===== config.mk =====
export PLATFORM = sky130hd
export DESIGN_NAME = line_prefetcher
export DESIGN_NICKNAME = d
export VERILOG_FILES = /design/src/hdl/lc3b_pkg.sv /design/src/hdl/pf_bus_pkg.sv /design/src/hdl/pf_controller.sv /design/src/hdl/pf_datapath.sv /design/src/hdl/line_prefetcher.sv
export VERILOG_INCLUDE_DIRS = /design/src /design/src/hdl
export SDC_FILE = /design/constraint.sdc
export NUM_CORES = 1
export LEC_CHECK = 0
export BUFFER_PORTS_ARGS = -buffer_cell sky130_fd_sc_hd__buf_2
export CAP_MARGIN = 10
export CORE_MARGIN = 1.5
export CORE_UTILIZATION = 52
export DETAILED_ROUTE_END_ITERATION = 10
export PLACE_DENSITY = 0.86
export RECOVER_POWER = 50
export SLEW_MARGIN = 15
export SYNTH_ARGS = -nofsm -noshare
export SYNTH_HDL_FRONTEND = slang
export SYNTH_SLANG_ARGS = --single-unit

===== constraint.sdc =====
create_clock -name clk -period 8.1 [get_ports clk]
set_clock_uncertainty 0.15 [all_clocks]
set_input_delay 0.81 -clock clk [delete_from_list [all_inputs] [get_ports clk]]
set_output_delay 0.81 -clock clk [all_outputs]
set_load 0.01 [all_outputs]

===== src/hdl/pf_params.svh =====
`ifndef PF_PARAMS_SVH
`define PF_PARAMS_SVH

// address width of the processor in bits.
`define PF_ADDR_W 16

// one cache line holds eight 16-bit words.
`define PF_LINE_W 128

// byte stride from one line to the next sequential line.
`define PF_LINE_BYTES 16

`endif


===== src/hdl/lc3b_pkg.sv =====
`default_nettype none

`include "pf_params.svh"

package lc3b_pkg;

    // a byte address on the processor side.
    typedef logic [`PF_ADDR_W-1:0] word_t;

    // one full cache line as it moves between the caches.
    typedef logic [`PF_LINE_W-1:0] line_t;

endpackage : lc3b_pkg

`default_nettype wire


===== src/hdl/pf_bus_pkg.sv =====
`default_nettype none

package pf_bus_pkg;

    typedef struct packed {
        logic              read;   // held high until resp is seen.
        lc3b_pkg::word_t   addr;   // line-aligned address.
    } icache_req_t;

    typedef struct packed {
        logic              resp;   // one-cycle pulse, rdata valid.
        lc3b_pkg::line_t   rdata;
    } icache_rsp_t;

    typedef struct packed {
        logic              read;
        lc3b_pkg::word_t   addr;
    } l2_req_t;

    typedef struct packed {
        logic              resp;
        lc3b_pkg::line_t   rdata;
    } l2_rsp_t;

    // strobes and mux selects from the FSM to the datapath
    typedef struct packed {
        logic load_pf_addr;        // capture the next-line address, clears valid.
        logic load_pf_line;        // capture the L2 line, sets valid.
        logic rdata_sel;           // 1 selects the buffered line for the I-cache.
        logic l2_addr_sel;         // 1 selects the prefetch address for L2.
    } pf_ctrl_t;

endpackage : pf_bus_pkg

`default_nettype wire


===== src/hdl/pf_controller.sv =====
`timescale 1ns/1ps
`default_nettype none

module pf_controller (
    input  wire                     clk,
    input  wire                     i_arst_n,

    input  wire pf_bus_pkg::icache_req_t i_icache,
    input  wire                     i_l2_resp,

    input  wire lc3b_pkg::word_t    i_pf_addr,
    input  wire                     i_pf_valid,

    output pf_bus_pkg::pf_ctrl_t    o_ctrl,
    output logic                    o_icache_resp,
    output logic                    o_l2_read
);

    typedef enum logic [1:0] {
        ST_IDLE     = 2'd0,
        ST_FETCH    = 2'd1,
        ST_PREFETCH = 2'd2
    } state_t;

    state_t state;
    state_t state_nxt;

    logic addr_match;
    logic hit;

    assign addr_match = (i_pf_addr == i_icache.addr);
    assign hit        = i_icache.read & i_pf_valid & addr_match;

    // Mealy outputs, the hit answers in the request cycle.
    always_comb begin
        o_ctrl        = '0;
        o_icache_resp = 1'b0;
        o_l2_read     = 1'b0;

        case (state)
            ST_IDLE: begin
                if (hit) begin
                    o_ctrl.rdata_sel = 1'b1;
                    o_icache_resp    = 1'b1;
                end
            end
            ST_FETCH: begin
                o_ctrl.load_pf_addr = 1'b1;  // tracks the address the I-cache holds.
                o_l2_read           = 1'b1;
                o_icache_resp       = i_l2_resp;  // demand line passes straight through.
            end
            ST_PREFETCH: begin
                o_ctrl.l2_addr_sel  = 1'b1;
                o_l2_read           = 1'b1;
                o_ctrl.load_pf_line = i_l2_resp;
            end
            default: begin
            end
        endcase
    end

    always_comb begin
        state_nxt = state;

        case (state)
            ST_IDLE: begin
                if (i_icache.read && !hit) begin
                    state_nxt = ST_FETCH;
                end
            end
            ST_FETCH: begin
                if (i_l2_resp) begin
                    state_nxt = ST_PREFETCH;
                end
            end
            ST_PREFETCH: begin
                // a pending read that misses the new line goes straight to L2.
                if (i_l2_resp) begin
                    if (!i_icache.read || addr_match) begin
                        state_nxt = ST_IDLE;
                    end else begin
                        state_nxt = ST_FETCH;
                    end
                end
            end
            default: begin
                state_nxt = ST_IDLE;
            end
        endcase
    end

    always_ff @(posedge clk or negedge i_arst_n) begin
        if (!i_arst_n) begin
            state <= ST_IDLE;
        end else begin
            state <= state_nxt;
        end
    end

endmodule : pf_controller

`default_nettype wire


===== src/hdl/pf_datapath.sv =====
`timescale 1ns/1ps
`default_nettype none

`include "pf_params.svh"

module pf_datapath (
    input  wire                     clk,
    input  wire                     i_arst_n,

    input  wire pf_bus_pkg::pf_ctrl_t i_ctrl,
    input  wire lc3b_pkg::word_t    i_icache_addr,
    input  wire lc3b_pkg::line_t    i_l2_rdata,

    output lc3b_pkg::word_t         o_pf_addr,
    output logic                    o_pf_valid,
    output lc3b_pkg::line_t         o_icache_rdata,
    output lc3b_pkg::word_t         o_l2_addr
);

    lc3b_pkg::word_t next_line_addr;
    lc3b_pkg::word_t pf_addr_q;
    lc3b_pkg::line_t pf_line_q;
    logic            pf_valid_q;

    // the address wraps at the top of memory like the processor PC does.
    assign next_line_addr = i_icache_addr + lc3b_pkg::word_t'(`PF_LINE_BYTES);

    always_ff @(posedge clk) begin
        if (i_ctrl.load_pf_addr) begin
            pf_addr_q <= next_line_addr;
        end
    end

    always_ff @(posedge clk) begin
        if (i_ctrl.load_pf_line) begin
            pf_line_q <= i_l2_rdata;
        end
    end

    // a new target address makes the old buffer content stale.
    always_ff @(posedge clk or negedge i_arst_n) begin
        if (!i_arst_n) begin
            pf_valid_q <= 1'b0;
        end else if (i_ctrl.load_pf_addr) begin
            pf_valid_q <= 1'b0;
        end else if (i_ctrl.load_pf_line) begin
            pf_valid_q <= 1'b1;
        end
    end

    always_comb begin
        if (i_ctrl.rdata_sel) begin
            o_icache_rdata = pf_line_q;
        end else begin
            o_icache_rdata = i_l2_rdata;
        end
    end

    always_comb begin
        if (i_ctrl.l2_addr_sel) begin
            o_l2_addr = pf_addr_q;
        end else begin
            o_l2_addr = i_icache_addr;
        end
    end

    assign o_pf_addr  = pf_addr_q;
    assign o_pf_valid = pf_valid_q;

endmodule : pf_datapath

`default_nettype wire


===== src/hdl/line_prefetcher.sv =====
`timescale 1ns/1ps
`default_nettype none

module line_prefetcher (
    input  wire                          clk,
    input  wire                          i_arst_n,

    input  wire pf_bus_pkg::icache_req_t i_icache,
    output wire pf_bus_pkg::icache_rsp_t o_icache,

    output wire pf_bus_pkg::l2_req_t     o_l2,
    input  wire pf_bus_pkg::l2_rsp_t     i_l2
);

    wire pf_bus_pkg::pf_ctrl_t ctrl;
    wire lc3b_pkg::word_t      pf_addr;
    wire                       pf_valid;

    pf_controller u_pf_controller (
        .clk           (clk),
        .i_arst_n      (i_arst_n),
        .i_icache      (i_icache),
        .i_l2_resp     (i_l2.resp),
        .i_pf_addr     (pf_addr),
        .i_pf_valid    (pf_valid),
        .o_ctrl        (ctrl),
        .o_icache_resp (o_icache.resp),
        .o_l2_read     (o_l2.read)
    );

    pf_datapath u_pf_datapath (
        .clk            (clk),
        .i_arst_n       (i_arst_n),
        .i_ctrl         (ctrl),
        .i_icache_addr  (i_icache.addr),
        .i_l2_rdata     (i_l2.rdata),
        .o_pf_addr      (pf_addr),
        .o_pf_valid     (pf_valid),
        .o_icache_rdata (o_icache.rdata),
        .o_l2_addr      (o_l2.addr)
    );

endmodule : line_prefetcher

`default_nettype wire


==> impl_metrics.env <==
export IMPL_wl_met1_um=6420
export IMPL_chipWidth_um=118
export IMPL_max_cap_violations=1
export IMPL_slowest_stage="and2_0"
export IMPL_wirelength_um=16500
export IMPL_cts_setup_buffers=0
export IMPL_status="complete, but fails checks"
export IMPL_cts_tree="done"
export IMPL_p_int_mw=1.59
export IMPL_min_period_over_period=0.684
export IMPL_hold_class="input port to async pin"
export IMPL_h_tree_depth=4
export IMPL_drt_iter0_markers=375
export IMPL_io_pin_count=294
export IMPL_cts_resized=0
export IMPL_cts_root_buf="clkbuf_16"
export IMPL_setup_viol=0
export IMPL_netlist_area_um2=6840
export IMPL_max_stage_delay_ns=2.62
export IMPL_cp_data_arrival_time_ns=5.42
export IMPL_drive_gt1_frac=0.544
export IMPL_grtUsageTotal=0.239
export IMPL_initial_core_util=0.538
export IMPL_worstReg2RegStart="u_pf_controller.state[0]$_DFFE_PN0P_"
export IMPL_ys_flop_type="edfxtp_1"
export IMPL_synth_edf_count=144
export IMPL_grt_overflow=0
export IMPL_synth_top_area_cell="edfxtp_1"
export IMPL_leakagePower_nw=3.26
export IMPL_ys_ff_latch=147
export IMPL_switchingPower_uw=552
export IMPL_coreArea_um2=12700
export IMPL_hpwl_um=11900
export IMPL_syn_inst=376
export IMPL_clock_latency_ns=0.41
export IMPL_grt_setup_unrepaired="false"
export IMPL_startpoint_type="flip-flop"
export IMPL_fin_crit_ns=5.54
export IMPL_worst_slew_pin_slew_ns=3.53
export IMPL_fin_area_um2=8690
export IMPL_cp_max_fo=74
export IMPL_vias=4529
export IMPL_firstDrtPassIters=5
export IMPL_detail_route_antenna_nets=0
export IMPL_power_per_cell_area_nw_per_um2=246
export IMPL_maxSlewViolCount=57
export IMPL_switching_share=0.258
export IMPL_cts_buffers=17
export IMPL_p_seq_frac=0.481
export IMPL_required_ns=7.98
export IMPL_clkTransAtPathRegs_ns=0.06
export IMPL_antenna_found_initial=1
export IMPL_route_met2_wl_um=8670
export IMPL_hold_viol_final=0
export IMPL_area_delta_synth_final_pct=27.1
export IMPL_cp_end_kind="flip-flop"
export IMPL_first_global_vias=4611
export IMPL_worst_r2r_endpoint="u_pf_datapath.pf_line_q[0]$_DFFE_PP_"
export IMPL_synth_nets=530
export IMPL_synth_area_leaders="edfxtp_1 63%, mux2_2 22%, buf_12 3.2%, xnor2_1 3.1%, mux2_4 2.2%"
export IMPL_die_h_um=118
export IMPL_via_per_inst=5.28
export IMPL_synth_async_sr_flop_share=0.0204
export IMPL_place_area_um2=8270
export IMPL_drc=0
export IMPL_cts_max_path_buffers=2
export IMPL_synthTopCellsByCount="144 x edfxtp_1, 135 x mux2_2, 24 x xnor2_1"
export IMPL_num_rows=41
export IMPL_grt_pass1_wl_um=25500
export IMPL_holdBufCountCts=0
export IMPL_yosys_warnings=0
export IMPL_dieArea_um2=13800
export IMPL_portBuffers=293
export IMPL_route_met3_wl_um=1020
export IMPL_cp_cell_sequence="inv_1 -> ha_1 -> and2_0 -> buf_4"
export IMPL_slew_headroom=-1.35
export IMPL_comb_power_share=0.173
export IMPL_rr_worst_depth=4
export IMPL_avgSynthCellArea_um2=18.2
export IMPL_synth_top_area_share=0.632
export IMPL_violations="capacitance limit, slew limit"
export IMPL_vdd_drop_max_uv=182
export IMPL_r2r_slack_ns=2.56
export IMPL_setup_worst_path_class="flip-flop to flip-flop"
export IMPL_seq_area_frac_synth=0.643
export IMPL_wire_per_inst_um=19.3
export IMPL_clkSinkCount=147
export IMPL_fin_nets=826
export IMPL_synth_distinct_cells=26
export IMPL_fmax_ghz=0.180
export IMPL_tns_ns=0
export IMPL_grt_max_degree=75
export IMPL_synth_most_common_cell="edfxtp_1"
export IMPL_p_clk_frac=0.346
export IMPL_routabilityCongestion=0.838
export IMPL_highest_layer="met4"
layout make-up:
cell class | count | area, µm²
tap | 172 | 215
inverter | 4 | 15.0
fill | 945 | 4030
clock inverter | 13 | 119
multi-input combinational | 207 | 2150
sequential | 147 | 4400
timing repair buffer | 295 | 1360
clock buffer | 18 | 429
antenna | 1 | 2.50
cell usage in the layout, fill, tap and decap left out, drive strengths merged, types with 5 or more instances in the layout:
| cell type | n |
|---|---|
| xnor2 | 24 |
| ha | 6 |
| nand3 | 5 |
| mux2 | 145 |
| clkinv | 9 |
| buf | 199 |
| clkbuf | 114 |
| edfxtp | 144 |
kinds of logic after synthesis:
| group | after synthesis | share of synthesized area |
|---|---|---|
| xor gates and xnor gates | 26 | 0.0333 |
| AOI/OAI and AO/OA | 5 | 0.00494 |
| adders and majority gates | 6 | 0.0110 |
| and+or+nand+nor | 25 | 0.0212 |
| DFF | 147 | 0.643 |
| muxes | 145 | 0.244 |
| buffers and inverters | 22 | 0.0421 |
how the worst max path moves through the flow:
stage / from / to / slack, ns / depth (start not counted)
detailed placement: i_icache[0] / o_icache[97] / 3.15 / 8
global route: u_pf_controller.state[0]$_DFFE_PN0P_ / u_pf_datapath.pf_line_q[123]$_DFFE_PP_ / 2.07 / 4
finish: u_pf_controller.state[0]$_DFFE_PN0P_ / u_pf_datapath.pf_line_q[0]$_DFFE_PP_ / 2.56 / 4
floorplan: u_pf_controller.state[0]$_DFFE_PN0P_ / u_pf_datapath.pf_line_q[0]$_DFFE_PP_ / 3.48 / 4
global placement: i_icache[0] / o_icache[88] / 3.22 / 8
CTS: i_icache[0] / o_icache[97] / 3.15 / 8
power by group through the flow:
| stage | Clock (mW) | Sequential, mW | Combinational, mW |
|---|---|---|---|
| 2_1_floorplan | 0 | 1.04 | 0.232 |
| 3_3_place_gp | 0 | 1.03 | 0.367 |
| 3_5_place_dp | 0 | 1.04 | 0.378 |
| 4_1_cts | 0.751 | 1.03 | 0.382 |
| 5_1_grt | 0.780 | 1.04 | 0.403 |
| 6_report | 0.741 | 1.03 | 0.371 |
routing by layer:
metal  vias up  GRT usage
li1       2058          -
met1      2245      0.283
met2       201      0.418
met3        25     0.0635
met4         0     0.0907
met5         -          0
worst max-delay path, delay by kind of cell, from the launching register on:
family	cells	cell delay, ns
AND/OR/NAND/NOR	1	2.62
buffers and inverters	2	1.17
adder cells (fa/ha/maj)	1	0.71
flip-flops	1	0.43
registers in the layout, indices dropped and copies added, names as in the netlist:
| signal | count |
|---|---|
| u_pf_datapath.o_pf_addr | 16 |
| u_pf_datapath.pf_line_q | 128 |
| u_pf_controller.state | 2 |
| u_pf_datapath.o_pf_valid | 1 |
metrics by stage:
step	util	hold WS [ns]	total power, mW	setup slack [ns]	std cells
4_1_cts	0.693	0.00995	2.16	3.15	856
5_1_grt	0.683	0.0307	2.23	2.07	857
3_3_place_gp	0.650	0.365	1.40	3.22	825
6_report	0.683	0.0446	2.14	2.56	857
2_1_floorplan	-	0.339	1.27	3.48	376
3_5_place_dp	0.650	0.406	1.42	3.15	825
Power figures use the tool's default switching activity.
